===== src/include/fetch_defines.svh =====
`ifndef FETCH_DEFINES_SVH
`define FETCH_DEFINES_SVH

// Instructions per fetch group
`define FETCH_W 4

// PC and instruction width, PC counts 16-bit words
`define PC_W 16

// Predictor table index width (16 counters)
`define BHT_IDX_W 4

// Row address width of each memory bank
// Four banks of 64 rows give 256 words
`define IMEM_ROWS_W 6

`endif


===== src/hw/fetch_pkg.sv =====
`default_nettype none

package fetch_pkg;

	`include "fetch_defines.svh"

	// Slot 0 sits in the top element of each group array
	// Mask bit FETCH_W-1 is slot 0 as well

	typedef struct packed {
		logic valid;
		logic [`PC_W-1:0] pc;
		logic [`FETCH_W-1:0][`PC_W-1:0] inst;
	} fetch_grp_t;

	// Predecode result for one group
	typedef struct packed {
		logic [`FETCH_W-1:0] sel;
		logic [`FETCH_W-1:0] jmp;
		logic [`PC_W-1:0] tgt0;
		logic [`PC_W-1:0] tgt1;
		logic [`PC_W-1:0] jtgt;
		logic [`PC_W-1:0] bpc0;
		logic [`PC_W-1:0] bpc1;
	} scan_t;

	// Bundle handed to decode
	typedef struct packed {
		logic [`FETCH_W-1:0][`PC_W-1:0] pc_to_dec;
		logic [`FETCH_W-1:0][`PC_W-1:0] inst_to_dec;
		logic [`FETCH_W-1:0][`PC_W-1:0] recv_pc_to_dec;
		logic [`FETCH_W-1:0] pred_result_to_dec;
	} dec_bundle_t;

	typedef struct packed {
		logic valid;
		logic [`PC_W-1:0] target;
	} redirect_t;

endpackage

`default_nettype wire


===== src/hw/inst_mem.sv =====
`timescale 1ns/10ps
`default_nettype none

`include "fetch_defines.svh"

module inst_mem
	import fetch_pkg::*;
(
	input wire logic clk,
	input wire logic rst_n,
	input wire logic we,
	input wire logic [`PC_W-1:0] waddr,
	input wire logic [`PC_W-1:0] wdata,
	input wire logic [`PC_W-1:0] pc,
	input wire logic issue_valid,
	output fetch_grp_t grp
);

	localparam int LG = $clog2(`FETCH_W);
	localparam int ROWS = 1 << `IMEM_ROWS_W;

	logic [`FETCH_W-1:0][`PC_W-1:0] bank_word;
	logic [`FETCH_W-1:0][`PC_W-1:0] inst_d;
	logic [`FETCH_W-1:0][`PC_W-1:0] inst_q;
	logic [`PC_W-1:0] pc_q;
	logic vld_q;

	// Bank b holds every word whose low address bits equal b
	for (genvar b = 0; b < `FETCH_W; b++)
	begin : g_bank
		logic [`PC_W-1:0] mem [ROWS];
		logic [LG-1:0] slot;
		logic [`PC_W-1:0] addr;

		// Which slot of the group lands in this bank
		assign slot = LG'(b) - pc[LG-1:0];
		assign addr = pc + `PC_W'(slot);

		always_ff @(posedge clk)
		begin
			if (we && waddr[LG-1:0] == LG'(b))
			begin
				mem[waddr[`IMEM_ROWS_W+LG-1:LG]] <= wdata;
			end
		end

		assign bank_word[b] = mem[addr[`IMEM_ROWS_W+LG-1:LG]];
	end

	// Rotate bank outputs back into slot order
	always_comb
	begin
		for (int s = 0; s < `FETCH_W; s++)
		begin
			inst_d[`FETCH_W-1-s] = bank_word[LG'(pc[LG-1:0] + LG'(s))];
		end
	end

	always_ff @(posedge clk or negedge rst_n)
	begin
		if (!rst_n)
			vld_q <= 1'b0;
		else
			vld_q <= issue_valid;
	end

	always_ff @(posedge clk)
	begin
		pc_q <= pc;
		inst_q <= inst_d;
	end

	assign grp.valid = vld_q;
	assign grp.pc = pc_q;
	assign grp.inst = inst_q;

endmodule

`default_nettype wire


===== config.mk =====
export PLATFORM = sky130hd
export DESIGN_NAME = inst_mem
export DESIGN_NICKNAME = d
export VERILOG_FILES = /design/src/hw/fetch_pkg.sv /design/src/hw/inst_mem.sv
export VERILOG_INCLUDE_DIRS = /design/src /design/src/include
export SDC_FILE = /design/constraint.sdc
export NUM_CORES = 2
export LEC_CHECK = 0
export BUFFER_PORTS_ARGS = -buffer_cell sky130_fd_sc_hd__buf_4
export CELL_PAD_IN_SITES_DETAIL_PLACEMENT = 0
export CELL_PAD_IN_SITES_GLOBAL_PLACEMENT = 1
export CORE_MARGIN = 5
export CORE_UTILIZATION = 40
export DETAILED_ROUTE_END_ITERATION = 16
export PLACE_DENSITY = 0.58
export RECOVER_POWER = 50
export SLEW_MARGIN = 10
export SYNTH_ARGS = -nofsm -noshare
export SYNTH_HDL_FRONTEND = slang
export SYNTH_SLANG_ARGS = --single-unit

===== constraint.sdc =====
create_clock -name clk -period 5.9 [get_ports clk]
set_input_delay 0.59 -clock clk [delete_from_list [all_inputs] [get_ports clk]]
set_output_delay 0.59 -clock clk [all_outputs]
set_load 0.02 [all_outputs]

==> results.md <==
- RSZ-0062 raised after global routing: no
- Critical Path AT: 6.06 ns
- Syn avg cell area: 18.2 µm²
- Starting Density: 40.1%
- Drt drc: 0
- Final Hold Violating Endpoints: 0
- Post-Synthesis Cell Area: 166000 µm²
- First DRT Iteration DRCs: 13.0k
- CTS resizes: 0
- Status: finished with violations
- Share of cells above drive strength 1: 23.5%
- Crit path max fanout: 111
- Commonest non-fill, non-tap cell in the layout: edfxtp_1
- Pin count of the biggest net entering global routing: 185
- Synth Instances: 9086
- CTS tree: done
- Slowest-stage cell, CP: clkdlybuf4s25_1
- CORE AREA: 413000 µm²
- Critical path capture point type: flop
- Switching Power: 15.9 mW
- Post-synthesis mux area share: 12.4%
- Synth Area in Simple Gates: 5.08%
- Highest clock rate: 0.184 GHz
- Power share of the clock group: 41.0%
- Initial antenna violation count: 32
- Final min period: 5.43 ns
- Die Ht: 654 µm
- Sequential area share after synthesis: 75.2%
- Cell chain of the critical path: clkdlybuf4s25_1 -> buf_4
- Synth warnings: 0
- Max clock buf depth: 4
- DRT Pass-1 Iters: 7
- Clock buffer count from CTS: 439
- Crit. path cell count: 2
- Highest-count cells in the layout ignoring fill and taps: edfxtp_1, nand2_1, mux4_2
- Max-slew violations: 2365
- Compound-Gate Fraction of Synth Area: 5.27%
- Via/cell ratio: 6.10
- Largest family of logic cells by synthesized area: multiplexers
- Synth cell types: 98
- R2R Path Start: g_bank[0].mem[26][0]$_DFFE_PP_
- Die X: 654 µm
- Final GP Congestion: 0.929
- Worst-Margin Slew: 6.22 ns
- Total track usage: 25.8%
- Internal: 50.2 mW
- Synthesized flop and latch total: 4177
- Dpl ws: 0.256 ns
- Kind of critical path: input pin to flop
- Final Cycle Share: 92.0%
- Postcts setup bufs: 0
- Post-DRT Antenna Nets: 0
- Critical Path RT: 6.53 ns
- Slew margin rel.: -315%
- Setup_tns: 0 ns
- Synth async-reset ratio: 0.0239%
- TritonCTS Sinks: 4177
- DRT Wirelength: 562000 µm
- Clock root cell: clkbuf_16
- PD cells: 347 nW/µm²
- Ys flop type: edfxtp_1
- Hold slack final: 0.0795 ns
- IO Port Bufs: 124
- Static Leak: 60.2 nW
- Max-cap check violation count: 35
- CP Launch Type: input pin
- Vias: 94.4k
- Gate power share: 9.0%
- # IOs: 133
- Final setup margin: 0.471 ns
- FF+latch area: 125000 µm²
- DR WL/cell: 36.3 µm
- Clk_lat worst skew: 1.02 ns
- Crit-path max cell delay: 3.91 ns
- Synth Area in XOR/XNOR: 0.207%
- Number of fill cells: 35.0k
- Worst Skew: 0.0973 ns
- Switching Fraction: 24.1%
- First-pass GRT wire length: 770000 µm
- Fin nets: 9685
- Vias in the first global route: 91.7k
- CP Launch Point: wdata[5]
- CP top delay family: buffers and inverters
- Syn_nets: 9143
- Power share of the sequential group: 50.0%
- Post-DP HPWL: 351000 µm
- CP Buf/Inv Count: 2
- Failing checks: capacitance limit, slew limit
- Worst IR Drop VDD: 283 µV
- Flop-to-flop setup slack: 2.34 ns
- Min-Delay Path Class: input pin to flop
- Clock transition at path regs: 0.06 ns
- CTS H-tree lvls: 5
- Synth Area in Adders: 0.0377%
- PnR Total Power: 66.1 mW
- Synth-to-Final Area Change: 15.0%
- RR Endpoint: grp[32]$_DFF_P_
- Die area: 427000 µm²
- Multi-input logic area: 39100 µm²
- Endpoints failing setup: 0
- Gr ovfl total: 0
- Cell row count: 236
- Crit path to: g_bank[1].mem[17][5]$_DFFE_PP_
- R2R depth: 7
- Post-synth EDFFs: 4096
sequential cells by signal (all words and copies together), names as in the netlist:
| name | count |
|---|---|
| g_bank.mem | 4096 |
| vld_q | 1 |
| grp | 64 |
| pc_q | 16 |
layer usage:
metal	up-vias	routed length, µm	global-route usage (%)
li1	38200	-	-
met1	50700	227000	35.8
met2	4548	264000	40.9
met3	923	42800	3.89
met4	6	28100	10.5
met5	-	36	0
worst min-delay path by stage:
stage / startpoint / end / slack, ns / cells past startpoint
after floorplan: rst_n / vld_q$_DFF_PN0_ / 0.29 / 0
after global placement: rst_n / vld_q$_DFF_PN0_ / 0.37 / 1
after detailed placement: rst_n / vld_q$_DFF_PN0_ / 0.37 / 1
after CTS: pc[1] / grp[63]$_DFF_P_ / 0.008 / 3
after global routing: pc[3] / pc_q[3]$_DFF_P_ / 0.05 / 1
final: pc[1] / grp[63]$_DFF_P_ / 0.08 / 3
kinds of logic after synthesis:
kind of cell,Yosys count
buffers and inverters,609
AOI/OAI and AO/OA,1215
xor gates and xnor gates,25
DFF,4177
and+or+nand+nor,1973
adders and majority gates,5
muxes,1082
Yosys cell counts, types with 80 or more instances:
master / number / area share (%)
o221ai_1: 191 / 1.0
nor2_1: 413 / 0.94
dfxtp_1: 80 / 0.97
o22ai_1: 110 / 0.42
a21oi_1: 212 / 0.64
o21ai_0: 116 / 0.35
buf_2: 269 / 0.81
mux4_2: 768 / 10
clkbuf_1: 178 / 0.40
a31oi_1: 92 / 0.35
edfxtp_1: 4096 / 74
nand3_1: 247 / 0.75
nand2_1: 1031 / 2.3
mux2i_1: 286 / 1.7
power groups by stage:
| stage | registers [mW] | logic [mW] | clock network [mW] |
|---|---|---|---|
| finish | 33.1 | 5.93 | 27.1 |
| global route | 33.0 | 6.14 | 28.7 |
| CTS | 33.0 | 5.94 | 27.5 |
| detailed placement | 33.6 | 5.92 | 0 |
| global placement | 33.6 | 5.87 | 0 |
| floorplan | 33.5 | 2.86 | 0 |
worst register-to-register path: cells and delay by family, from the launching register on:
family / cells / cell delay (ns)
flops: 1 / 0.35
mux: 2 / 1.04
compound gates: 1 / 0.69
buf+inv: 1 / 0.23
simple gates: 3 / 1.11
layout make-up:
type	count	area share, %
clock buffer	547	6.05
clock inverter	253	1.27
inverter	14	0.0328
sequential	4177	65.4
tap	5474	3.59
timing repair buffer	696	3.09
antenna	22	0.0289
multi-input combinational	4300	20.5
stage by stage:
stage	util, %	cells	cell area (µm²)
after detailed placement	42.8	14600	177000
after global routing	46.1	15500	191000
after CTS	46.2	15500	191000
after floorplan	-	9086	166000
final	46.1	15500	191000
after global placement	42.8	14600	177000
timing repair:
item,4_1_cts,5_1_grt
hold endpoints to repair,94,0
setup endpoints to repair,0,0
hold buffers,19,0
Note: power is estimated with default switching activity, not from simulation.
