[config.mk]
export PLATFORM = sky130hd
export DESIGN_NAME = branch_predictor
export DESIGN_NICKNAME = d
export VERILOG_FILES = /design/src/hw/fetch_pkg.sv /design/src/hw/branch_predictor.sv
export VERILOG_INCLUDE_DIRS = /design/src /design/src/include
export SDC_FILE = /design/constraint.sdc
export NUM_CORES = 1
export LEC_CHECK = 0
export ABC_AREA = 1
export BUFFER_PORTS_ARGS = -buffer_cell sky130_fd_sc_hd__buf_2
export CAP_MARGIN = 20
export CORE_MARGIN = 2
export CORE_UTILIZATION = 51
export CTS_BUF_LIST = sky130_fd_sc_hd__clkbuf_4
export DETAILED_ROUTE_END_ITERATION = 10
export GPL_TIMING_DRIVEN = 0
export PLACE_DENSITY = 0.89
export RECOVER_POWER = 100
export SETUP_SLACK_MARGIN = 0.15
export SYNTH_ARGS = -nofsm -noshare
export SYNTH_HDL_FRONTEND = slang
export SYNTH_SLANG_ARGS = --single-unit
[constraint.sdc]
create_clock -name clk -period 5.2 [get_ports clk]
set_clock_uncertainty 0.05 [all_clocks]
set_input_delay 0.26 -clock clk [delete_from_list [all_inputs] [get_ports clk]]
set_output_delay 0.26 -clock clk [all_outputs]
set_load 0.01 [all_outputs]
[src/include/fetch_defines.svh]
`ifndef FETCH_DEFINES_SVH
`define FETCH_DEFINES_SVH

// Instructions per fetch group
`define FETCH_W 4

// PC and instruction width, PC counts 16-bit words
`define PC_W 16

// Predictor table index width (16 counters)
`define BHT_IDX_W 4

// Row address width of each memory bank
// Four banks of 64 rows give 256 words
`define IMEM_ROWS_W 6

`endif

[src/hw/fetch_pkg.sv]
`default_nettype none

package fetch_pkg;

	`include "fetch_defines.svh"

	// Slot 0 sits in the top element of each group array
	// Mask bit FETCH_W-1 is slot 0 as well

	typedef struct packed {
		logic valid;
		logic [`PC_W-1:0] pc;
		logic [`FETCH_W-1:0][`PC_W-1:0] inst;
	} fetch_grp_t;

	// Predecode result for one group
	typedef struct packed {
		logic [`FETCH_W-1:0] sel;
		logic [`FETCH_W-1:0] jmp;
		logic [`PC_W-1:0] tgt0;
		logic [`PC_W-1:0] tgt1;
		logic [`PC_W-1:0] jtgt;
		logic [`PC_W-1:0] bpc0;
		logic [`PC_W-1:0] bpc1;
	} scan_t;

	// Bundle handed to decode
	typedef struct packed {
		logic [`FETCH_W-1:0][`PC_W-1:0] pc_to_dec;
		logic [`FETCH_W-1:0][`PC_W-1:0] inst_to_dec;
		logic [`FETCH_W-1:0][`PC_W-1:0] recv_pc_to_dec;
		logic [`FETCH_W-1:0] pred_result_to_dec;
	} dec_bundle_t;

	typedef struct packed {
		logic valid;
		logic [`PC_W-1:0] target;
	} redirect_t;

endpackage

`default_nettype wire

[src/hw/branch_predictor.sv]
`timescale 1ns/10ps
`default_nettype none

`include "fetch_defines.svh"

module branch_predictor
	import fetch_pkg::*;
(
	input wire logic clk,
	input wire logic rst_n,
	input wire scan_t scan,
	output logic [1:0] pred,
	input wire logic upd_valid,
	input wire logic [`PC_W-1:0] upd_pc,
	input wire logic upd_taken
);

	localparam int ENTRIES = 1 << `BHT_IDX_W;

	logic [1:0] bht [ENTRIES];
	logic [`BHT_IDX_W-1:0] idx0;
	logic [`BHT_IDX_W-1:0] idx1;
	logic [`BHT_IDX_W-1:0] uidx;
	logic two_sel;

	assign idx0 = scan.bpc0[`BHT_IDX_W-1:0];
	assign idx1 = scan.bpc1[`BHT_IDX_W-1:0];
	assign uidx = upd_pc[`BHT_IDX_W-1:0];

	// More than one bit set in the select mask
	assign two_sel = |(scan.sel & (scan.sel - 1'b1));

	// High counter bit is the taken guess
	assign pred[1] = (|scan.sel) && bht[idx0][1];
	assign pred[0] = two_sel && bht[idx1][1];

	////////////////////////////////////////////////////////////////////////////
	// Training, saturating two-bit counters
	////////////////////////////////////////////////////////////////////////////

	always_ff @(posedge clk or negedge rst_n)
	begin
		if (!rst_n)
		begin
			// Weakly not taken
			for (int i = 0; i < ENTRIES; i++)
			begin
				bht[i] <= 2'b01;
			end
		end
		else if (upd_valid)
		begin
			if (upd_taken)
			begin
				if (bht[uidx] != 2'b11)
					bht[uidx] <= bht[uidx] + 2'd1;
			end
			else
			begin
				if (bht[uidx] != 2'b00)
					bht[uidx] <= bht[uidx] - 2'd1;
			end
		end
	end

endmodule

`default_nettype wire

==> metrics, run 1 <==
DP HPWL=approximately 3.8 mm; CTS tree=done; Cell Rows=23; DR vias/cell=5.237; register bit total from synthesis=32; Routed Antenna Nets=0; Vias=2147; WP data required=5.43 ns; layout cells sized above 1=around 14%; fmax=0.3133 GHz; gp weighted congestion=0.9061; Cells after Synth=331; Max Slew Vio Count=33; largest net degree at the start of global routing=33; Slew @ Worst Pin=1.653 ns; leakage power total=0.001281 uW; Worst-path clk slew=around 0.1 ns; CP max FO=10; placed cells=around 400; clock sinks=32; Buf+Inv Stages, Crit Path=4; die area=about 4700 um^2; synth warn=0; type of destination of the critical path=flop; Seq/Total Area, Yosys=38.52%; vias in the first global route=1862; Avg WL per Cell=12.18 um; worst vdd ir=0.2808 mV; Die X=68.64 um; Avg Cell Area, Syn=6.437 um^2; Chip Height=68.64 um; Port Buffers=20; Pre-antenna DRT Iters=5; # fillers=363; critical-path cell list=nand2_2 > nand2_1 > nand2_1 > nand2_1 > nand2_1 > nand2_2 > nor2_1 > clkbuf_1 > inv_1 > ha_1 > nand2_1 > nand2_1 > nor2_1 > inv_1 > clkbuf_1 > nor2_1 > nor2_1 > a21oi_1; slew margin rel.=-10.18%; gr ovfl total=0; diode count=0; initial core utilization=53.27%; Worst Hold Class=primary input to flop; slowest cell on the critical path=nor2_1; setup violators final=0; final period utilization=61.38%; DR DRC count=0; CTS max path bufs=2; H-tree depth=2; WP data arrival=3.42 ns; Num CTS Buffers=5; number of DRC markers in iteration 0=152; global-route wire length before repair=8.583 mm; Top Family by Delay on Critical Path=simple AND/OR/NAND/NOR gates; # nets final=469; initial antenna violation count=0; TNS Setup=0 ns; max_cap viols=1; setup bufs post-CTS=0; fin crit period=3.192 ns; CP max stage delay=0.49 ns; worst-skew pair later-pin latency=0.35 ns; fin cells=410; Setup CP Type=flop to flop; root buf cell=clkbuf_4; status=complete, but fails checks; layout overhead on the synthesized area=10.69%; core area=4000 um^2; Startpoint Class=flop; Distinct cells, synth=22; pwr/cell area=roughly 440 nW/um^2; crit-path most repeated cell=nand2_1; failing checks=max-capacitance violations, max-slew violations; Netlist Area Pre-Place=2131 um^2; total track usage=24.83%; # IOs=110; final-report hold violation count=0; Routed WL=~5 mm; Synthesized Nets=441; RSZ-0062 raised after global routing=false
-- metrics by stage --
step                total power [uW]  setup WS, ns  utilization (%)  cell area [um^2]  hold slack (ns)
floorplan                      744.6         3.012                -              2131         -0.08559
global placement               838.5         2.572            57.34              2293           0.2879
detailed placement             853.3         2.559            57.34              2293           0.2891
CTS                             1045         2.651            59.59              2384           0.2407
global route                    1136         1.625            58.96              2359           0.2798
finish                          1039         2.008            58.96              2359           0.2473
-- worst register-to-register path: stages, from the launching register on --
cell and delay [ns]:
dfstp_1 0.40, nand2_2 0.06, nand2_1 0.05, nand2_1 0.05, nand2_1 0.05, nand2_1 0.06
nand2_2 0.04, nor2_1 0.49, clkbuf_1 0.43, inv_1 0.08, ha_1 0.19, nand2_1 0.06
nand2_1 0.04, nor2_1 0.20, inv_1 0.19, clkbuf_1 0.24, nor2_1 0.24, nor2_1 0.07
a21oi_1 0.11
-- routing by layer --
layer | routed length, um | global-route usage [%]
met1 | 2281 | 35.33
met3 | 304 | 5.519
met2 | 2352 | 37.74
met4 | 55 | 7.250
met5 | 0 | 0
-- placed cells by master, fill, tap and decap left out, types with 2 or more instances in the layout --
cell type / instances
clkbuf_1: 8
nor2_4: 2
nor2_1: 39
a22oi_1: 5
nand2_2: 4
o211ai_1: 2
a21oi_1: 19
o21ai_0: 23
dfrtp_1: 16
inv_1: 39
nand2_1: 136
nand3_1: 17
dfstp_2: 15
buf_2: 17
ha_1: 2
clkbuf_4: 5
-- worst paths after layout --
kind / from / to / slack (ns) / cells past startpoint
max: flop / bht[11]$_DFFE_PN0P_ / 2.01 / 18
min: upd_pc[2] / flop / 0.25 / 5
max reg2reg: flop / bht[11]$_DFFE_PN0P_ / 2.01 / 18
min reg2reg: flop / flop / 0.42 / 2
max in group asynchronous: rst_n / bht[9]$_DFFE_PN0P_ / 3.32 / 2
min in group asynchronous: rst_n / bht[31]$_DFFE_PN0P_ / 0.83 / 2
-- cells in the mapped netlist (all sizes together) --
library cell	count	share of area, %
a21oi	19	4.5
a22oi	5	1.8
nand3	17	4.0
ha	2	1.2
nor4	1	0.29
o211ai	2	0.70
nor2	41	8.5
o21ai	23	5.4
xor2	1	0.41
nand2	140	25
dfrtp	16	19
a22o	1	0.41
dfstp	16	20
buf	4	1.6
inv	40	7.0
clkbuf	3	0.53
-- what timing repair did --
action | CTS | global route
gates resized for setup | 0 | 0
hold buffers | 1 | 0
hold endpoints to repair | 16 | 0
-- where the power goes --
part           switching [uW]  total (uW)  internal (uW)
logic                     223         357            134
registers                91.7         489            397
clock network            92.8         193            100
total                     407        1040            631
-- final cells by class --
cell class | instances | area (um^2) | area share (%)
inverters | 40 | 150.1 | 6.366
multi-input cells | 252 | 1101 | 46.68
repair buffers | 21 | 106.4 | 4.509
clock inverters | 3 | 42.54 | 1.804
flip-flops and latches | 32 | 820.8 | 34.80
clock buffers | 5 | 37.54 | 1.592
plain buffers | 7 | 37.54 | 1.592
well taps | 50 | 62.56 | 2.653
-- cell families (layout without fill, tap and decap cells) --
kind of cell / Yosys count / in the layout / synth area share [%]
AOI/OAI and AO/OA: 50 / 50 / 12.74
adders and majority gates: 2 / 2 / 1.174
DFF: 32 / 32 / 38.52
xor gates and xnor gates: 1 / 1 / 0.4111
buffers and inverters: 47 / 76 / 9.219
and+or+nand+nor: 199 / 199 / 37.93
Power figures use the tool's default switching activity.
==> run 2: changes to the inputs <==
Settings changed: CORE_UTILIZATION 51 to 42, PLACE_DENSITY 0.89 to 0.78.
Clock period 5.2 ns to 2.87 ns, I/O delays scaled along.
==> run 2 against run 1 <==
  * The flow still finishes with violations (max-capacitance violations, max-slew violations)
  * First-iteration DRC count down 1.3%
  * Final area grew 0.85%
  * Combinational power up 85%
  * Highest routed layer unchanged
  * Wire length increased by 4.6%
==> metrics, run 2 (same netlist as run 1, synthesis figures left out) <==
status=complete, but fails checks; failing checks=max-capacitance violations, max-slew violations; Pre-antenna DRT Iters=4; initial core utilization=between 40 and 50%; diode count=0; Worst R2R Setup Slack=0.37 ns; TNS Setup=0 ns; layout overhead on the synthesized area=11.63%; max_cap viols=1; gp weighted congestion=roughly 0.83; most frequent cells in the layout=nand2_1 (137), inv_1 (39), nor2_1 (35); WP data arrival=2.70 ns; worst vdd ir=between 0.3 and 0.4 mV; Routed WL=5.224 mm; slowest cell on the critical path=dfstp_1; clock sinks=32; crit-path most repeated cell=nand2_1; core area=slightly below 5000 um^2; Routed Antenna Nets=0; fmax=0.4003 GHz; Reg area=820.8 um^2; CP max FO=10; fin crit period=between 2 and 2.5 ns; Worst-path clk slew=0.11 ns; DP HPWL=approximately 3.9 mm; global-route wire length before repair=8.763 mm; Fin Hold WS=between 0.15 and 0.2 ns; # fillers=514; end of the critical path=bht[11]$_DFFE_PN0P_; H-tree depth=2; vias in the first global route=1899; Startpoint Class=flop; commonest non-fill, non-tap cell in the layout=nand2_1; Port Buffers=20; Num CTS Buffers=5; type of destination of the critical path=flop; total track usage=between 20% and 30%; Setup CP Type=flop to flop; root buf cell=clkbuf_4; setup violators final=0; # IOs=110; DR vias/cell=4.963; number of DRC markers in iteration 0=150; Chip Height=approximately 75 um; leakage power total=approximately 0.0013 uW; CTS tree=done; die area=5659 um^2; Worst Hold Class=primary input to flop; Worst R2R Path Depth=18; CP max stage delay=0.40 ns; Cell Rows=25; Avg WL per Cell=between 10 and 15 um; final period utilization=87.04%; critical-path cell list=nand2_2 > nand2_1 > nand2_1 > nand2_1 > nand2_1 > nand2_1 > nor2_4 > buf_6 > inv_1 > ha_1 > nand2_1 > nand2_1 > nor2_2 > inv_1 > buf_2 > nor2_2 > nor2_1 > a21oi_1; RSZ-0062 raised after global routing=false; Max Slew Vio Count=33; worst-skew pair later-pin latency=0.33 ns; WP data required=3.07 ns; DR DRC count=0; Vias=between 2000 and 2500; gr ovfl total=0; area of the multi-input gates=1114 um^2; Slew @ Worst Pin=1.686 ns; Die X=75.23 um; initial antenna violation count=0; CTS max path bufs=2; FF-to-FF End=bht[11]$_DFFE_PN0P_; final-report hold violation count=0; largest net degree at the start of global routing=33; setup bufs post-CTS=0; # nets final=469; slew margin rel.=-12.43%; pwr/cell area=761.6 nW/um^2; layout cells sized above 1=about 15%
==> run 2: final cells by class <==
cell class / instances / area share [%]
Multi-Input combinational cell: 252 / 46.82
Sequential cell: 32 / 34.51
Inverter: 40 / 6.312
Timing Repair Buffer: 21 / 4.471
Tap cell: 67 / 3.524
Buffer: 7 / 1.999
Clock buffer: 6 / 1.894
Clock inverter: 2 / 0.4734
==> run 2: what timing repair did <==
item | CTS | global route
resized for setup | 0 | 3
endpoints found under the setup margin | 0 | 14
hold buffers | 1 | 0
hold endpoints to repair | 16 | 0
==> run 2: worst min-delay path by stage <==
stage	to	startpoint	cells after the start	slack, ns
after CTS	flop	upd_pc[2]	4	0.15
after floorplan	bht[11]$_DFFE_PN0P_	rst_n	0	-0.20
after detailed placement	bht[7]$_DFFE_PN0P_	rst_n	1	0.19
after global routing	flop	upd_pc[2]	4	0.15
after global placement	bht[7]$_DFFE_PN0P_	rst_n	1	0.18
final	flop	upd_pc[2]	4	0.17
==> run 2: report_power, final <==
| group | switching [uW] | internal (uW) | leakage (uW) |
|---|---|---|---|
| clock network | 158 | 105 | 0.0000360 |
| registers | 170 | 720 | 0.000361 |
| logic | 405 | 255 | 0.000891 |
==> run 2: worst max-delay path: cells and delay by family (launching register included) <==
family | cells | cell delay, ns
compound gates | 1 | 0.12
fa+ha+maj | 1 | 0.17
buf+inv | 4 | 0.62
flops | 1 | 0.40
simple gates | 12 | 1.04
==> run 2: through the flow <==
stage	cells	worst slack (ns)	area, um^2	utilization [%]	total power [uW]
floorplan	331	0.6819	2131	-	1349
global placement	418	0.3221	2315	48.05	1529
detailed placement	418	0.2521	2315	48.05	1551
CTS	427	0.2780	2381	49.43	1815
global route	427	0.09218	2379	49.38	1986
finish	427	0.3719	2379	49.38	1812
==> run 2: layer usage <==
metal  routed length (um)  track usage, %
met5                    0               0
met4                   60           7.018
met3                  215           2.945
met2                 2460           32.85
met1                 2488           28.95
