## config.mk

```make
export PLATFORM = sky130hd
export DESIGN_NAME = branch_scan
export DESIGN_NICKNAME = d
export VERILOG_FILES = /design/src/hw/isa_pkg.sv /design/src/hw/fetch_pkg.sv /design/src/hw/branch_scan.sv
export VERILOG_INCLUDE_DIRS = /design/src /design/src/include
export SDC_FILE = /design/constraint.sdc
export NUM_CORES = 1
export LEC_CHECK = 0
export ABC_AREA = 1
export BUFFER_PORTS_ARGS = -buffer_cell sky130_fd_sc_hd__buf_2
export CORE_MARGIN = 5
export CORE_UTILIZATION = 30
export DETAILED_ROUTE_END_ITERATION = 12
export PLACE_DENSITY_LB_ADDON = 0.2
export RECOVER_POWER = 100
export SYNTH_ARGS = -nofsm -noshare
export SYNTH_HDL_FRONTEND = slang
export SYNTH_SLANG_ARGS = --single-unit
```

## constraint.sdc

```tcl
create_clock -name vclk -period 3
set_input_delay 0.15 -clock vclk [all_inputs]
set_output_delay 0.15 -clock vclk [all_outputs]
set_load 0.02 [all_outputs]
```

## src/include/fetch_defines.svh

```systemverilog
`ifndef FETCH_DEFINES_SVH
`define FETCH_DEFINES_SVH

// Instructions per fetch group
`define FETCH_W 4

// PC and instruction width, PC counts 16-bit words
`define PC_W 16

// Predictor table index width (16 counters)
`define BHT_IDX_W 4

// Row address width of each memory bank
// Four banks of 64 rows give 256 words
`define IMEM_ROWS_W 6

`endif

```

## src/hw/isa_pkg.sv

```systemverilog
`default_nettype none

package isa_pkg;

	`include "fetch_defines.svh"

	////////////////////////////////////////////////////////////////////////////
	// Opcodes
	////////////////////////////////////////////////////////////////////////////

	localparam logic [3:0] OP_BRANCH = 4'b1100;
	localparam logic [3:0] OP_JUMP = 4'b1101;

	////////////////////////////////////////////////////////////////////////////
	// Instruction formats
	////////////////////////////////////////////////////////////////////////////

	// Conditional branch, offset relative to the branch PC
	typedef struct packed {
		logic [3:0] op;
		logic [3:0] cond;
		logic signed [`PC_W-9:0] off;
	} br_fmt_t;

	// Immediate jump, always taken
	typedef struct packed {
		logic [3:0] op;
		logic signed [`PC_W-5:0] off;
	} jmp_fmt_t;

	// One instruction word, opcode shares the top nibble in both views
	typedef union packed {
		br_fmt_t br;
		jmp_fmt_t jmp;
	} instr_u;

endpackage

`default_nettype wire

```

## src/hw/fetch_pkg.sv

```systemverilog
`default_nettype none

package fetch_pkg;

	`include "fetch_defines.svh"

	// Slot 0 sits in the top element of each group array
	// Mask bit FETCH_W-1 is slot 0 as well

	typedef struct packed {
		logic valid;
		logic [`PC_W-1:0] pc;
		logic [`FETCH_W-1:0][`PC_W-1:0] inst;
	} fetch_grp_t;

	// Predecode result for one group
	typedef struct packed {
		logic [`FETCH_W-1:0] sel;
		logic [`FETCH_W-1:0] jmp;
		logic [`PC_W-1:0] tgt0;
		logic [`PC_W-1:0] tgt1;
		logic [`PC_W-1:0] jtgt;
		logic [`PC_W-1:0] bpc0;
		logic [`PC_W-1:0] bpc1;
	} scan_t;

	// Bundle handed to decode
	typedef struct packed {
		logic [`FETCH_W-1:0][`PC_W-1:0] pc_to_dec;
		logic [`FETCH_W-1:0][`PC_W-1:0] inst_to_dec;
		logic [`FETCH_W-1:0][`PC_W-1:0] recv_pc_to_dec;
		logic [`FETCH_W-1:0] pred_result_to_dec;
	} dec_bundle_t;

	typedef struct packed {
		logic valid;
		logic [`PC_W-1:0] target;
	} redirect_t;

endpackage

`default_nettype wire

```

## src/hw/branch_scan.sv

```systemverilog
`timescale 1ns/10ps
`default_nettype none

`include "fetch_defines.svh"

module branch_scan
	import isa_pkg::*;
	import fetch_pkg::*;
(
	input wire fetch_grp_t grp,
	output scan_t scan
);

	logic [`FETCH_W-1:0] is_br;

	////////////////////////////////////////////////////////////////////////////
	// F2 predecode
	////////////////////////////////////////////////////////////////////////////

	always_comb
	begin : scan_slots
		instr_u w;
		logic [`PC_W-1:0] spc;
		logic [1:0] nbr;
		logic jfound;
		int b;

		scan = '0;
		is_br = '0;
		nbr = 2'd0;
		jfound = 1'b0;

		for (int s = 0; s < `FETCH_W; s++)
		begin
			b = `FETCH_W - 1 - s;
			w = grp.inst[b];
			spc = grp.pc + `PC_W'(s);

			if (w.br.op == OP_BRANCH)
			begin
				is_br[b] = 1'b1;
				// Only the first two branches get a predictor port
				if (nbr == 2'd0)
				begin
					scan.sel[b] = 1'b1;
					scan.bpc0 = spc;
					scan.tgt0 = spc + {{8{w.br.off[7]}}, w.br.off};
					nbr = 2'd1;
				end
				else if (nbr == 2'd1)
				begin
					scan.sel[b] = 1'b1;
					scan.bpc1 = spc;
					scan.tgt1 = spc + {{8{w.br.off[7]}}, w.br.off};
					nbr = 2'd2;
				end
			end

			if (w.jmp.op == OP_JUMP)
			begin
				scan.jmp[b] = 1'b1;
				if (!jfound)
				begin
					scan.jtgt = spc + {{4{w.jmp.off[11]}}, w.jmp.off};
					jfound = 1'b1;
				end
			end
		end
	end

	// Select mask picks real branches only, never more than two
	always_comb
	begin
		a_sel_mask: assert final ($countones(scan.sel) <= 2 && (scan.sel & ~is_br) == '0)
			else $error("branch_scan: bad select mask %b", scan.sel);
	end

endmodule

`default_nettype wire

```

==> flow_summary.yaml, run 1 <==
status:
  status: "finished, final reports clean"
route:
  avgRoutedWirePerCell_um: 20.5
  drtPass1Iterations: 5
  ant_nets: 0
  via_per_inst: 5.33
  drt_iter0_markers: 1056
  wl_um: 48200
  drc: 0
  vias: 12500
cells_and_area:
  regArea_um2: 0
  syn_to_final_growth_pct: 64.8
  antenna_cells: 0
  nets: 2191
  layout.cells.non_filler: 2347
  design.seq.count: 0
  drive_gt1_frac: 0.369
  nClkBuffers: 0
sta:
  tightest_slew_ns: 0.857
  maxSlewViolCount: 0
  rsz0062_at_grt: "yes"
  fmax_ghz: 0.342
  period_needed_ns: 2.92
  finalSetupTns_ns: 0
  finalCritPeriodShare: 0.974
  relSlewSlack: 0.426
  hold_violations: 0
  setup-violations-final: 0
power:
  switching_share: 0.576
  leakagePower_nw: 6.82
  p_per_area_nw_per_um2: 211
  power_frac_clock: 0
  ir_worst_vdd_v: 0.0000874
  intPower_mw: 1.20
  totalPowerFinal_mw: 2.83
  p_sw_mw: 1.63
  comb_power_share: 1.000
  sequentialPowerShare: 0
place:
  gp_congestion: 1.03
  portBuffers: 168
  placedCellCount: 2328
  dp_hpwl_um: 40400
synthesis:
  avgSynthCellArea_um2: 5.30
  syn_inst: 1534
  yosysTopAreaCellShare: 0.210
  yosysMostFrequentCell: "nand2_1"
  synth_area_um2: 8130
  yosys.area.top_type: "nand2_1"
  ys_top_cells_by_count: "nand2_1 (454), inv_1 (191), nand3_1 (160), nor2_1 (128), a21oi_1 (118)"
  yosysUniqueCellTypes: 40
  syn_nets: 1717
  yosysWarnings: 0
  seq_area_frac_synth: 0
  synth.area.top_cells: "nand2_1 (21%), ha_1 (15%), nand3_1 (9.9%)"
critical_path:
  critPathSlowestCell: "ha_4"
  arrival_ns: 2.77
  startpoint: "grp[70]"
  cp_common_cell: "nand2_1"
  required_ns: 2.85
  critPathTopFamily: "simple AND/OR/NAND/NOR gates"
  crit_chain: "clkbuf_4, buf_4, nand2_1, nor2_4, nand2_2, xor2_1, inv_2, buf_4, ha_4, nand2_4, nor2_4, nand3_1, nand3b_1, xor2_2, nand2_1, nand2_1, inv_1, nand2_1, nand2_1, buf_2"
  crit_fanout: 6
  cp-end-kind: "primary output"
  path_buf_inv: 6
  path_depth: 20
  max_stage_delay_ns: 0.30
  crit_end: "scan[74]"
  crit_type: "in2out"
  cp-start-kind: "input port"
flow_run:
  cap_viol_max_count: 0
global_route:
  grt_overflow: 0
  grt_pass1_vias: 11700
  grtUsageTotal: 0.292
  grt_max_degree: 43
  grt_pass1_wl_um: 69700
  grt_antenna_before_repair: 0
worst_hold_path:
  hp-class: "in2out"
  hold_path_depth: 3
floorplan:
  start_util: 0.303
  fp.dieW_um: 175
  rows: 60
  dieArea_um2: 30500
  fp.dieH_um: 175
  pin_count: 169
  core_um2: 26800
==> layout make-up <==
cell class	instances	area (um2)
fillers	2812	13400
inverters	193	741
multi-input cells	1306	8730
well taps	341	427
repair buffers	507	3500
==> power by group through the flow <==
stage | Clock, mW | Combinational [mW] | Sequential, mW
after floorplan | 0 | 1.21 | 0
after global placement | 0 | 2.40 | 0
after detailed placement | 0 | 2.40 | 0
after CTS | 0 | 2.51 | 0
after global routing | 0 | 3.03 | 0
final | 0 | 2.83 | 0
==> tightest hold or removal path, cell delays in order <==
cell and delay, ns:
buf_2 0.09, nor3_1 0.06, clkbuf_1 0.17
==> per-layer routing <==
metal,global-route usage,part of all wire,up-vias
li1,-,-,6095
met3,0.0275,0.075,78
met2,0.503,0.46,532
met1,0.404,0.44,5801
met5,0,0,-
met4,0.0491,0.029,0
==> how the worst min path moves through the flow <==
stage             from        to
3_3_place_gp   grp[13]  scan[80]
6_report       grp[13]  scan[80]
2_1_floorplan  grp[45]  scan[86]
4_1_cts        grp[13]  scan[80]
3_5_place_dp   grp[13]  scan[80]
5_1_grt        grp[13]  scan[80]
==> through the flow <==
| stage | instance area (um2) | hold slack (ns) | worst slack, ns | utilization |
|---|---|---|---|---|
| 6_report | 13400 | 0.619 | 0.0786 | 0.500 |
| 5_1_grt | 13400 | 0.648 | -0.0920 | 0.500 |
| 4_1_cts | 12200 | 0.604 | -0.0119 | 0.455 |
| 3_5_place_dp | 11700 | 0.603 | -0.470 | 0.436 |
| 3_3_place_gp | 11700 | 0.597 | -0.490 | 0.436 |
| 2_1_floorplan | 8130 | 0.379 | 0.181 | - |
==> placed cells by master (no fill, tap or decap), drive strengths merged, types with 3 or more instances in the layout <==
master    instances
nand2           459
buf             456
inv             190
nand3           161
nor2            135
a21oi           118
ha               98
o21ai            97
clkbuf           51
xor2             49
nor3             27
nand3b           24
o211ai           15
nand4            15
a21o             15
o22ai            15
xnor2            15
o21bai           14
a221oi           10
or2               8
o221ai            6
o31ai             4
fa                4
a31oi             4
a22oi             3
clkinvlp          3
o21a              3
o2111ai           3
==> logic make-up (layout without fill, tap and decap cells) <==
family          after synthesis  count (layout)  synth area share
fa+ha+maj                   102             102             0.161
xor+xnor                     64              64            0.0699
compound gates              307             307             0.218
buf+inv                     228             700             0.108
simple gates                833             833             0.443
==> what timing repair did <==
action / CTS / global route
gates cloned: 0 / 0
hold buffers: 0 / 0
setup buffers: 8 / 12
gates resized for setup: 106 / 236
setup endpoints to repair: 33 / 41
pin swaps: 26 / 63
Note: power is estimated with default switching activity, not from simulation.
==> inputs of run 2 (changes only) <==
- PLACE_DENSITY: default -> 0.51
- PLACE_DENSITY_LB_ADDON: 0.2 -> default
==> flow_summary.yaml, run 2 (same netlist as run 1, synthesis figures left out) <==
place:
  portBuffers: 168
  place_area_um2: 11600
  gp_congestion: 1.03
  dp_hpwl_um: 40900
cells_and_area:
  design.seq.count: 0
  final_common_cell: "nand2_1"
  regArea_um2: 0
  fin_util: 0.507
  nFillCells: 2870
  drive_gt1_frac: 0.399
  syn_to_final_growth_pct: 67.2
  mostFrequentLayoutCells: "nand2_1 (406), buf_4 (336), inv_1 (169)"
  antenna_cells: 0
  postLayoutCellArea_um2: 13600
  nClkBuffers: 0
  nets: 2192
worst_hold_path:
  hold_path_depth: 3
  hold_start: "grp[13]"
  hold_path_end: "scan[80]"
  hp-class: "in2out"
critical_path:
  cp-start-kind: "input port"
  crit_type: "in2out"
  critPathTopFamily: "simple AND/OR/NAND/NOR gates"
  crit_chain: "clkbuf_4, inv_1, ha_2, nor2_4, nand2_2, nor2_4, nand2_2, xor2_2, buf_4, ha_1, a21o_1, o21bai_1, a21oi_2, nand3b_1, nand3_2, nand4_1, buf_6"
  arrival_ns: 2.80
  max_stage_delay_ns: 0.26
  path_buf_inv: 4
  cp-end-kind: "primary output"
  crit_fanout: 4
  required_ns: 2.85
  critPathSlowestCell: "xor2_2"
route:
  ant_nets: 0
  drtPass1Iterations: 5
  wl_um: 49100
  avgRoutedWirePerCell_um: 20.9
  vias: 12600
  drc: 0
  drt_iter0_markers: 1140
  via_per_inst: 5.36
global_route:
  grt_pass1_wl_um: 71100
  grt_antenna_before_repair: 0
  grt_max_degree: 43
  grt_pass1_vias: 11900
  grt_overflow: 0
  grtUsageTotal: 0.300
sta:
  setup-violations-final: 0
  period_needed_ns: 2.95
  fin_hold_ws_ns: 0.622
  maxSlewViolCount: 0
  rsz0062_at_grt: "yes"
  tightest_slew_ns: 0.886
  hold_violations: 0
  finalCritPeriodShare: 0.982
  fmax_ghz: 0.339
  relSlewSlack: 0.409
floorplan:
  fp.dieH_um: 175
  core_um2: 26800
  rows: 60
  fp.dieW_um: 175
  pin_count: 169
  dieArea_um2: 30500
  start_util: 0.303
status:
  status: "finished, final reports clean"
flow_run:
  cap_viol_max_count: 0
power:
  leakagePower_nw: 7.00
  ir_worst_vdd_v: 0.000101
  p_per_area_nw_per_um2: 211
-- run 2: timing repair --
| action | 4_1_cts | 5_1_grt |
|---|---|---|
| hold buffers | 0 | 0 |
| endpoints found under the setup margin | 32 | 45 |
| pin swaps | 23 | 65 |
| buffers inserted | 14 | 19 |
| gates resized for setup | 150 | 230 |
| hold endpoints to repair | 0 | 0 |
| cloned | 0 | 0 |
-- run 2: layer usage --
layer | wire [um] | global-route usage
met4 | 1760 | 0.0727
met5 | 0 | 0
met1 | 21000 | 0.403
met3 | 3760 | 0.0428
met2 | 22500 | 0.507
-- run 2: worst max path at each step --
stage,from,to,slack [ns],cells past startpoint
global placement,grp[66],scan[79],-0.39,19
global route,grp[65],scan[79],-0.09,22
finish,grp[64],scan[45],0.05,17
detailed placement,grp[66],scan[77],-0.40,20
floorplan,grp[65],scan[74],0.18,16
CTS,grp[66],scan[79],-0.01,23
-- run 2: area by class of cell --
class | instances | area [um2] | share of cell area
inverters | 193 | 733 | 0.0539
multi-input cells | 1306 | 8820 | 0.649
well taps | 341 | 427 | 0.0314
repair buffers | 508 | 3610 | 0.266
-- run 2: where the power goes --
| group | switching, mW | internal, mW | leakage [nW] |
|---|---|---|---|
| combinational | 1.65 | 1.22 | 7.00 |
| sequential | 0 | 0 | 0 |
| clock | 0 | 0 | 0 |
| total | 1.65 | 1.22 | 7.00 |
-- run 2: metrics by stage --
stage / power [mW] / setup TNS, ns / setup WS, ns / std cells
5_1_grt: 3.08 / -1.06 / -0.0945 / 2348
2_1_floorplan: 1.21 / 0 / 0.181 / 1534
3_5_place_dp: 2.38 / -8.91 / -0.398 / 2315
3_3_place_gp: 2.38 / -8.33 / -0.391 / 2315
6_report: 2.87 / 0 / 0.0526 / 2348
4_1_cts: 2.56 / -0.0359 / -0.0117 / 2329
