**src/include/fetch_defines.svh**
```systemverilog
`ifndef FETCH_DEFINES_SVH
`define FETCH_DEFINES_SVH

// Instructions per fetch group
`define FETCH_W 4

// PC and instruction width, PC counts 16-bit words
`define PC_W 16

// Predictor table index width (16 counters)
`define BHT_IDX_W 4

// Row address width of each memory bank
// Four banks of 64 rows give 256 words
`define IMEM_ROWS_W 6

`endif

```
**src/hw/fetch_pkg.sv**
```systemverilog
`default_nettype none

package fetch_pkg;

	`include "fetch_defines.svh"

	// Slot 0 sits in the top element of each group array
	// Mask bit FETCH_W-1 is slot 0 as well

	typedef struct packed {
		logic valid;
		logic [`PC_W-1:0] pc;
		logic [`FETCH_W-1:0][`PC_W-1:0] inst;
	} fetch_grp_t;

	// Predecode result for one group
	typedef struct packed {
		logic [`FETCH_W-1:0] sel;
		logic [`FETCH_W-1:0] jmp;
		logic [`PC_W-1:0] tgt0;
		logic [`PC_W-1:0] tgt1;
		logic [`PC_W-1:0] jtgt;
		logic [`PC_W-1:0] bpc0;
		logic [`PC_W-1:0] bpc1;
	} scan_t;

	// Bundle handed to decode
	typedef struct packed {
		logic [`FETCH_W-1:0][`PC_W-1:0] pc_to_dec;
		logic [`FETCH_W-1:0][`PC_W-1:0] inst_to_dec;
		logic [`FETCH_W-1:0][`PC_W-1:0] recv_pc_to_dec;
		logic [`FETCH_W-1:0] pred_result_to_dec;
	} dec_bundle_t;

	typedef struct packed {
		logic valid;
		logic [`PC_W-1:0] target;
	} redirect_t;

endpackage

`default_nettype wire

```
**src/hw/pc_gen.sv**
```systemverilog
`timescale 1ns/10ps
`default_nettype none

`include "fetch_defines.svh"

module pc_gen
	import fetch_pkg::*;
(
	input wire logic clk,
	input wire logic rst_n,
	input wire logic fetch_en,
	input wire redirect_t redirect,
	output logic [`PC_W-1:0] pc,
	output logic issue_valid
);

	localparam int LG = $clog2(`FETCH_W);

	////////////////////////////////////////////////////////////////////////////
	// F1 fetch PC
	////////////////////////////////////////////////////////////////////////////

	always_ff @(posedge clk or negedge rst_n)
	begin
		if (!rst_n)
		begin
			pc <= '0;
		end
		else if (redirect.valid)
		begin
			pc <= redirect.target;
		end
		else if (fetch_en)
		begin
			// Step one full group
			pc <= pc + `PC_W'(`FETCH_W);
		end
	end

	// Group read this cycle is on the wrong path when a redirect is out
	assign issue_valid = fetch_en && !redirect.valid;

	// Offset within a group only moves when a redirect target is loaded
	a_pc_offset: assert property (@(posedge clk) disable iff (!rst_n)
		!$past(redirect.valid) |-> pc[LG-1:0] == $past(pc[LG-1:0]))
		else $error("pc_gen: PC left group alignment without a redirect");

endmodule

`default_nettype wire

```
**config.mk**
```make
export PLATFORM = sky130hd
export DESIGN_NAME = pc_gen
export DESIGN_NICKNAME = d
export VERILOG_FILES = /design/src/hw/fetch_pkg.sv /design/src/hw/pc_gen.sv
export VERILOG_INCLUDE_DIRS = /design/src /design/src/include
export SDC_FILE = /design/constraint.sdc
export NUM_CORES = 1
export LEC_CHECK = 0
export ABC_AREA = 1
export BUFFER_PORTS_ARGS = -buffer_cell sky130_fd_sc_hd__buf_4
export CAP_MARGIN = 20
export CORE_MARGIN = 3
export CORE_UTILIZATION = 40
export CTS_CLUSTER_DIAMETER = 200
export DETAILED_ROUTE_END_ITERATION = 10
export GPL_ROUTABILITY_DRIVEN = 0
export HOLD_SLACK_MARGIN = 0.03
export PLACE_DENSITY_LB_ADDON = 0.3
export SETUP_SLACK_MARGIN = 0.2
export SLEW_MARGIN = 15
export SYNTH_ARGS = -nofsm -noshare
export SYNTH_HDL_FRONTEND = slang
export SYNTH_SLANG_ARGS = --single-unit
export TNS_END_PERCENT = 20
```
**constraint.sdc**
```tcl
create_clock -name clk -period 2.75 [get_ports clk]
set_input_delay 0.55 -clock clk [delete_from_list [all_inputs] [get_ports clk]]
set_output_delay 0.55 -clock clk [all_outputs]
set_load 0.005 [all_outputs]
```
==> metrics, run 1 <==
Static Leak=0.661 nW; initial antenna violation count=0; CTS root buf=clkbuf_4; Power Density=462 mW/mm^2; # rows=17; RSZ-0062 raised after global routing=false; full die area=0.00311 mm^2; Initial DRC Count=31; Max IR drop VDD=326 uV; Finished Layout Cells=200; largest net degree at the start of global routing=18; Synth Register Bits=16; critical path data required time=2.20 ns; vias in the first global route=996; IO Port Bufs=36; Avg WL per Cell=12.2 um; Synth cell types=21; Most flops, register=pc; critical path fanouts, max=17; ANT cells=0; dpl hpwl=1810 um; Synth area leaders=dfrtp_1 40%, nand2_1 20%, a22oi_1 6.8%; crit path kind=input pin to output pin; final instance area=0.00130 mm^2; final setup skew=0.00940 ns; area post-placement=0.00126 mm^2; later-pin clock latency in the skew report=0.29 ns; Worst-Margin Slew=0.236 ns; total number of vias=1021; post-route ant nets=0; # H-tree levels=1; drt total wl=2440 um; Worst path max stage delay=0.18 ns; clock sink count=16; Hold Crit Class=input pin to asynchronous set/reset pin; Arr. time, crit path=0.99 ns; min Tclk post-route=1.54 ns; final worst path period share=56.0%; status=finished, final reports clean; vias per cell=5.11; Synth Instances=135; Slew Limit Fails=0; setup bufs post-CTS=0; layout cells sized above 1=28.5%; Critical Path Start Type=input pin; Clock transition at path regs=0.10 ns; slowest library cell on the worst path=buf_4; chip width=55.8 um; Slew headroom=84.2%; Critical Path End Type=output pin; Yosys top cell by area=dfrtp_1; first-pass GRT wire length=4260 um; sequential cell area fraction in the yosys report=40.4%; Max Fclk=0.650 GHz; Post-Syn Area per Cell=7.34 um^2; gr usage total=16.6%; Max Cap Viol=0; most used cell, CP=buf_4; final setup fails=0; syn_nets=156; clk buf depth=2; cell chain of the critical path=buf_4 -> nor2_2 -> buf_4; fillers=207; GRT Residual Overflow=0; Yosys warning total=0; CTS buffer count=3; Post-CTS Resized=0; top flop regs=pc x16; setup TNS=0 ns; dpl cells=196; top cell type's share of synthesized area=40.4%; Chip Height=55.8 um; CTS tree=yes; Mapped Area=991 um^2; Buf/Inv on CP=2; Post-route DRC=0; Crit path max-delay family=buffers and inverters; I/O pin count=37; initial core utilization=43.5%; final hold vios=0; cts-stage hold buffer count=0; Core Area=0.00228 mm^2; NumNets Final=194; Largest register FFs=16; DRT Pass-1 Iters=4; Layout Area Growth over Synthesis=31.3%
-- metal layers --
| metal | routed length [um] | share of wire (%) | GRT usage [%] |
|---|---|---|---|
| met1 | 1070 | 44 | 20.9 |
| met2 | 1180 | 48 | 28.4 |
| met3 | 161 | 6.6 | 3.48 |
| met4 | 23 | 0.94 | 5.21 |
| met5 | 0 | 0 | 0 |
-- path summary, 6_finish.rpt --
path	startpoint	to	slack, ns	cells past startpoint
worst max register to register	pc[2]$_DFFE_PN0N_	pc[14]$_DFFE_PN0N_	1.41	8
min in group clk	redirect[0]	pc[0]$_DFFE_PN0P_	0.45	3
max in group asynchronous	rst_n	pc[5]$_DFFE_PN0N_	2.46	1
worst max-delay path	redirect[16]	issue_valid	1.21	3
worst min-delay path	rst_n	pc[4]$_DFFE_PN0N_	0.1	1
worst min register to register	pc[0]$_DFFE_PN0P_	pc[0]$_DFFE_PN0P_	0.49	2
-- where the power goes --
group | switching, mW | leakage (nW) | internal [mW]
clock | 0.0795 | 0.0210 | 0.0807
combinational | 0.0682 | 0.445 | 0.0777
sequential | 0.0353 | 0.194 | 0.260
-- synth_stat cells --
cell,n
nand2_1,52
dfrtp_1,16
nand3_1,12
a22oi_1,9
inv_1,9
nor2_1,9
o21ai_0,4
buf_6,3
nand4_1,3
nor2_2,3
xor2_1,3
a21oi_1,2
inv_2,2
buf_2,1
ha_1,1
nand2_2,1
nand3_2,1
nand3b_1,1
nor2_4,1
nor3_1,1
o211ai_1,1
-- layout by cell type (no fill, tap or decap), drive strengths merged --
master and n:
a22oi 9, clkbuf 4, nor2 13, buf 37
nand2 53, ha 1, nand4 3, nand3 13
nand3b 1, xor2 3, dfrtp 16, inv 11
a21oi 2, nor3 1, o21ai 4, o211ai 1
-- area by class of cell --
| class | instances | area [um^2] | area share (%) |
|---|---|---|---|
| multi-input cells | 104 | 510 | 39.2 |
| flip-flops and latches | 16 | 400 | 30.8 |
| repair buffers | 37 | 278 | 21.3 |
| inverters | 11 | 41.3 | 3.17 |
| clock buffers | 4 | 36.3 | 2.79 |
| well taps | 28 | 35.0 | 2.69 |
-- cells by family after synthesis --
kind of cell               after synthesis  synth area share, %
AOI/OAI and AO/OA                       16                 10.6
xor gates and xnor gates                 3                 2.65
adders and majority gates                1                 1.26
buffers and inverters                   15                 8.08
DFF                                     16                 40.4
and+or+nand+nor                         84                 37.0
-- through the flow --
stage / total power [mW] / hold slack (ns) / setup slack [ns] / util, %
final: 0.601 / 0.0970 / 1.21 / 57.2
after detailed placement: 0.448 / 0.428 / 1.22 / 55.6
after global routing: 0.640 / 0.106 / 1.18 / 57.2
after global placement: 0.442 / 0.422 / 1.22 / 55.6
after floorplan: 0.367 / 0.254 / 1.26 / -
after CTS: 0.609 / 0.105 / 1.21 / 57.2
Note: power is estimated with default switching activity, not from simulation.
==> inputs of run 2 (changes only) <==
clock period = 1.2 ns   (was 2.75 ns; I/O delays follow)
==> run 2 against run 1 <==
Effect of this change:
- first-iteration DRC count fell by 9.7%
- critical path depth rose by 3
- largest power group unchanged
- critical path type is now register to register
- the flow now finishes with violations (negative setup slack)
- critical endpoint is now pc[10]$_DFFE_PN0N_
- combinational power rose to 4.1 times the previous value
- worst hold slack better by 0.056 ns
- cell area is 29% higher
- clock skew shrank 0.0040 ns
==> metrics, run 2 (same netlist as run 1, synthesis figures left out) <==
critical path fanouts, max=4 (was 17); Layout Area Growth over Synthesis=69.7% (was 31.3%); # H-tree levels=1 (unchanged); slowest library cell on the worst path=dfrtp_2 (was buf_4); # rows=17 (unchanged); Most flops, register=pc (unchanged); RSZ-0062 raised after global routing=true (was false); IO Port Bufs=36 (unchanged); Slew Limit Fails=0 (unchanged); Buf/Inv on CP=0 (was 2); Avg WL per Cell=14.8 um (was 12.2 um); Initial DRC Count=28 (was 31); final setup fails=8 (was 0); CTS tree=yes (unchanged); Largest register FFs=16 (unchanged); Max Fclk=0.792 GHz; Worst path max stage delay=0.45 ns (was 0.18 ns); final hold vios=0 (unchanged); gr usage total=21.3% (was 16.6%); total number of vias=1191 (was 1021); dpl hpwl=2100 um (was 1810 um); clock sink count=16 (unchanged); crit path kind=register to register (was input pin to output pin); layout cells sized above 1=46.0% (was 28.5%); critical path data required time=1.38 ns (was 2.20 ns); final worst path period share=105%; vias in the first global route=1170 (was 996); I/O pin count=37 (unchanged); status=finished with violations (was finished, final reports clean); NumNets Final=222 (was 194); Post-route DRC=0 (unchanged); Chip Height=55.8 um (unchanged); Final WS setup=-0.0627 ns (was 1.21 ns); top flop regs=pc x16 (unchanged); largest net degree at the start of global routing=17 (was 18); final total power=1.65 mW (was 0.601 mW); post-route ant nets=0 (unchanged); ANT cells=0 (unchanged); most frequent cells in the layout=49 x nand2_1, 40 x buf_4, 24 x buf_6 (was 52 x nand2_1, 37 x buf_4, 16 x dfrtp_1); Crit path max-delay family=flip-flops (was buffers and inverters); Worst-Margin Slew=0.251 ns (was 0.236 ns); vias per cell=5.22 (was 5.11); first-pass GRT wire length=5330 um (was 4260 um); chip width=55.8 um (unchanged); setup TNS=-0.236 ns (was 0 ns); Core Area=0.00228 mm^2 (unchanged); clk buf depth=2 (unchanged); drt total wl=3380 um (was 2440 um); min Tclk post-route=1.26 ns; Max IR drop VDD=663 uV (was 326 uV); Critical Path Start Type=register (was input pin); GRT Residual Overflow=0 (unchanged); initial core utilization=43.5% (unchanged); Max Cap Viol=0 (unchanged); worst hold path depth=3; Power Density=978 mW/mm^2 (was 462 mW/mm^2); final setup skew=0.00537 ns (was 0.00940 ns); CP Depth=6 (was 3); most common cell after layout, fill and taps aside=nand2_1 (unchanged); Hold Crit Class=input pin to register (was input pin to asynchronous set/reset pin); Critical Path End Type=register (was output pin); Finished Core Util=73.9% (was 57.2%); CTS root buf=clkbuf_4 (unchanged); Reg2Reg Depth=6 (was 8); later-pin clock latency in the skew report=0.29 ns (about the same); Arr. time, crit path=1.44 ns (was 0.99 ns); CTS buffer count=3 (unchanged); full die area=0.00311 mm^2 (unchanged); violated checks=negative setup slack; cell chain of the critical path=ha_4 -> nand2_4 -> nor2_1 -> a21oi_1 -> o21ai_0 -> nand2_1 (was buf_4 -> nor2_2 -> buf_4); Slew headroom=83.2% (was 84.2%); Static Leak=0.827 nW (was 0.661 nW); Clock transition at path regs=0.11 ns (was 0.10 ns); initial antenna violation count=0 (unchanged); DRT Pass-1 Iters=4 (unchanged)
==> run 2: cell types whose count changed in the layout (fill, tap and decap cells not counted), sizes merged <==
cell	change
buf	+27
dlygate4sd3	+1
==> run 2: metrics by stage <==
stage               hold WS (ns)  instances  instance area (um^2)  worst slack [ns]
floorplan                -0.0556        135                   998            0.0269
detailed placement         0.122        208                  1360           -0.0182
global route               0.140        228                  1680            -0.136
finish                     0.153        228                  1680           -0.0627
CTS                        0.143        223                  1590           -0.0222
global placement           0.115        208                  1360            0.0526
==> run 2: metal layers <==
layer | vias to the layer above | global-route usage [%] | part of all wire, %
met1 | 557 | 26.3 | 39
li1 | 575 | - | -
met4 | 0 | 9.03 | 1.7
met3 | 6 | 3.25 | 6.9
met5 | - | 0 | 0
met2 | 53 | 36.7 | 53
==> run 2: report_power, final <==
part           switching, mW  leakage [nW]  internal, mW
registers             0.0758         0.188         0.600
logic                  0.255         0.618         0.342
clock network          0.188        0.0210         0.185
==> run 2: area by class of cell <==
cell class                 count  area (um^2)
inverter                      11         41.3
sequential                    16          408
timing repair buffer          65          581
tap                           28         35.0
multi-input combinational    104          581
clock buffer                   4         36.3
fill                         170          594
==> run 2: timing repair <==
action / 4_1_cts / 5_1_grt
resized for setup: 27 / 21
pin swaps: 4 / 10
endpoints found under the hold margin: 16 / 0
setup endpoints to repair: 28 / 31
setup buffers: 10 / 5
hold buffers: 1 / 0
==> run 2: worst reg2reg max path, delay by kind of cell (launching register included) <==
family | cells | cell delay [ns]
simple gates | 3 | 0.33
compound gates | 2 | 0.22
flops | 1 | 0.45
fa+ha+maj | 1 | 0.17
==> run 2: worst paths after layout <==
check / startpoint / endpoint / slack (ns)
worst min register to register: pc[0]$_DFFE_PN0P_ / pc[0]$_DFFE_PN0P_ / 0.52
worst max-delay path: pc[3]$_DFFE_PN0N_ / pc[10]$_DFFE_PN0N_ / -0.06
max in group asynchronous: rst_n / pc[2]$_DFFE_PN0N_ / 0.65
worst min-delay path: redirect[6] / pc[6]$_DFFE_PN0N_ / 0.15
min in group asynchronous: rst_n / pc[12]$_DFFE_PN0N_ / 0.34
worst max register to register: pc[3]$_DFFE_PN0N_ / pc[10]$_DFFE_PN0N_ / -0.06
==> inputs of run 3 (changes only) <==
clock period = 1.39 ns   (was 1.2 ns; I/O delays follow)
==> run 3 against run 2 <==
Effect of this change:
- the flow now finishes without violations
- core utilization shrank 9.4 points
- die area did not move
- critical path depth is 4 lower
- clock-buffer cell count unchanged
- via count fell by 5.7%
- final cell count shrank 7.9%
- largest cell class unchanged
- largest power group unchanged
==> metrics, run 3 (same netlist as run 1, synthesis figures left out) <==
status=finished, final reports clean (was finished with violations); hold path endpoint=pc[1]$_DFFE_PN0P_ (was pc[6]$_DFFE_PN0N_); Slew headroom=83.2% (about the same); dpl hpwl=1940 um (was 2100 um); Critical R2R Launch=pc[2]$_DFFE_PN0N_ (was pc[3]$_DFFE_PN0N_); critical path data required time=1.11 ns (was 1.38 ns); ANT cells=0 (unchanged); dpl cells=197 (was 208); reg2reg setup slack=0.10 ns (was -0.06 ns); worst hold path depth=3 (unchanged); final total power=1.31 mW (was 1.65 mW); Finished Core Util=64.5% (was 73.9%); Most flops, register=pc (unchanged); area occupied by multi-input gates=592 um^2 (was 581 um^2); gr usage total=18.6% (was 21.3%); Layout Area Growth over Synthesis=48.1% (was 69.7%); DRT Pass-1 Iters=4 (unchanged); Static Leak=0.708 nW (was 0.827 nW); Worst path max stage delay=0.46 ns (was 0.45 ns); Power Density=891 mW/mm^2 (was 978 mW/mm^2); Chip Height=55.8 um (unchanged); final setup skew=0.00765 ns (was 0.00537 ns); full die area=0.00311 mm^2 (unchanged); # H-tree levels=1 (unchanged); Worst-Margin Slew=0.252 ns (was 0.251 ns); Core Area=0.00228 mm^2 (unchanged); register area=408 um^2 (unchanged); IO Port Bufs=36 (unchanged); final setup fails=0 (was 8); Slew Limit Fails=0 (unchanged); Arr. time, crit path=1.01 ns (was 1.44 ns); I/O pin count=37 (unchanged); worst reg2reg endpoint=pc[10]$_DFFE_PN0N_ (unchanged); clock sink count=16 (unchanged); final worst path period share=92.7%; layout cells sized above 1=40.7% (was 46.0%); Critical Path End Type=output pin (was register); Reg2Reg Depth=6 (unchanged); final hold vios=0 (unchanged); cell chain of the critical path=buf_6 -> buf_4 (was ha_4 -> nand2_4 -> nor2_1 -> a21oi_1 -> o21ai_0 -> nand2_1); largest net degree at the start of global routing=18 (was 17); fillers=195 (was 170); NumNets Final=204 (was 222); Critical Path Start Type=register (unchanged); slowest library cell on the worst path=dfrtp_2 (unchanged); drt total wl=3030 um (was 3380 um); crit path kind=register to output pin (was register to register); CTS tree=yes (unchanged); min-delay src=redirect[1] (was redirect[6]); critical path fanouts, max=3 (was 4); chip width=55.8 um (unchanged); post-route ant nets=0 (unchanged); GRT Residual Overflow=0 (unchanged); Largest register FFs=16 (unchanged); Max Fclk=0.776 GHz; initial core utilization=43.5% (unchanged); CTS root buf=clkbuf_4 (unchanged); Finished Layout Cells=210 (was 228); Hold Crit Class=input pin to register (unchanged); Clock transition at path regs=0.11 ns (about the same); CTS buffer count=3 (unchanged); Final WS setup=0.101 ns (was -0.0627 ns); total number of vias=1123 (was 1191); Max IR drop VDD=633 uV (was 663 uV); setup TNS=0 ns (was -0.236 ns); Post-route DRC=0 (unchanged); first-pass GRT wire length=4660 um (was 5330 um); Initial DRC Count=42 (was 28); initial antenna violation count=0 (unchanged); most frequent cells in the layout=48 x nand2_1, 43 x buf_4, 10 x dfrtp_1 (was 49 x nand2_1, 40 x buf_4, 24 x buf_6); min Tclk post-route=1.29 ns; top flop regs=pc x16 (unchanged); vias in the first global route=1017 (was 1170); # rows=17 (unchanged); Avg WL per Cell=14.4 um (was 14.8 um); post-place setup slack=0.0960 ns (was -0.0182 ns); vias per cell=5.35 (was 5.22); most common cell after layout, fill and taps aside=nand2_1 (unchanged); later-pin clock latency in the skew report=0.30 ns (was 0.29 ns); Max Cap Viol=0 (unchanged); RSZ-0062 raised after global routing=true (unchanged); clk buf depth=2 (unchanged)
run 3: cell count changes in the layout (fill, tap and decap cells not counted), moves of 2 or more:
cell / before / now
buf_6: 24 / 2
buf_4: 40 / 43
o21ai_0: 2 / 4
o21ai_1: 2 / 0
run 3: area by class of cell:
type                            instances  share of cell area [%]
Multi-Input combinational cell        105                    40.3
Sequential cell                        16                    27.8
Timing Repair Buffer                   46                    24.2
Inverter                               11                    2.81
Clock buffer                            4                    2.47
Tap cell                               28                    2.39
run 3: worst max-delay path: cells and delay by family (launching register included):
kind | cells | cell delay, ns
buf+inv | 2 | 0.25
flops | 1 | 0.46
run 3: repair_timing:
action,4_1_cts,5_1_grt
endpoints found under the setup margin,11,25
hold buffers,1,0
pin swaps,3,7
endpoints found under the hold margin,16,0
buffers inserted,3,4
gates resized for setup,6,18
cloned,0,1
run 3: stage by stage:
step | hold WS, ns | instance area [um^2]
after floorplan | -0.0176 | 993
after global placement | 0.155 | 1270
after detailed placement | 0.157 | 1270
after CTS | 0.181 | 1370
after global routing | 0.200 | 1470
final | 0.174 | 1470
run 3: worst max-delay path by stage:
stage	startpoint	end	cells after the start
finish	pc[3]$_DFFE_PN0N_	pc[3]	2
global route	pc[2]$_DFFE_PN0N_	pc[6]$_DFFE_PN0N_	6
CTS	pc[3]$_DFFE_PN0N_	pc[14]$_DFFE_PN0N_	8
detailed placement	pc[2]$_DFFE_PN0N_	pc[14]$_DFFE_PN0N_	8
global placement	pc[3]$_DFFE_PN0N_	pc[12]$_DFFE_PN0N_	8
floorplan	pc[2]$_DFFE_PN0N_	pc[12]$_DFFE_PN0N_	8
run 3: power breakdown:
| part | internal [mW] | switching, mW | leakage [nW] |
|---|---|---|---|
| logic | 0.202 | 0.177 | 0.500 |
| clock network | 0.160 | 0.172 | 0.0210 |
| registers | 0.518 | 0.0779 | 0.188 |
run 3: layer usage:
layer | wire length (um) | track usage (%) | up-vias
li1 | - | - | 537
met5 | 0 | 0 | -
met2 | 1520 | 29.6 | 43
met3 | 186 | 2.78 | 8
met1 | 1250 | 25.5 | 535
met4 | 68 | 6.60 | 0
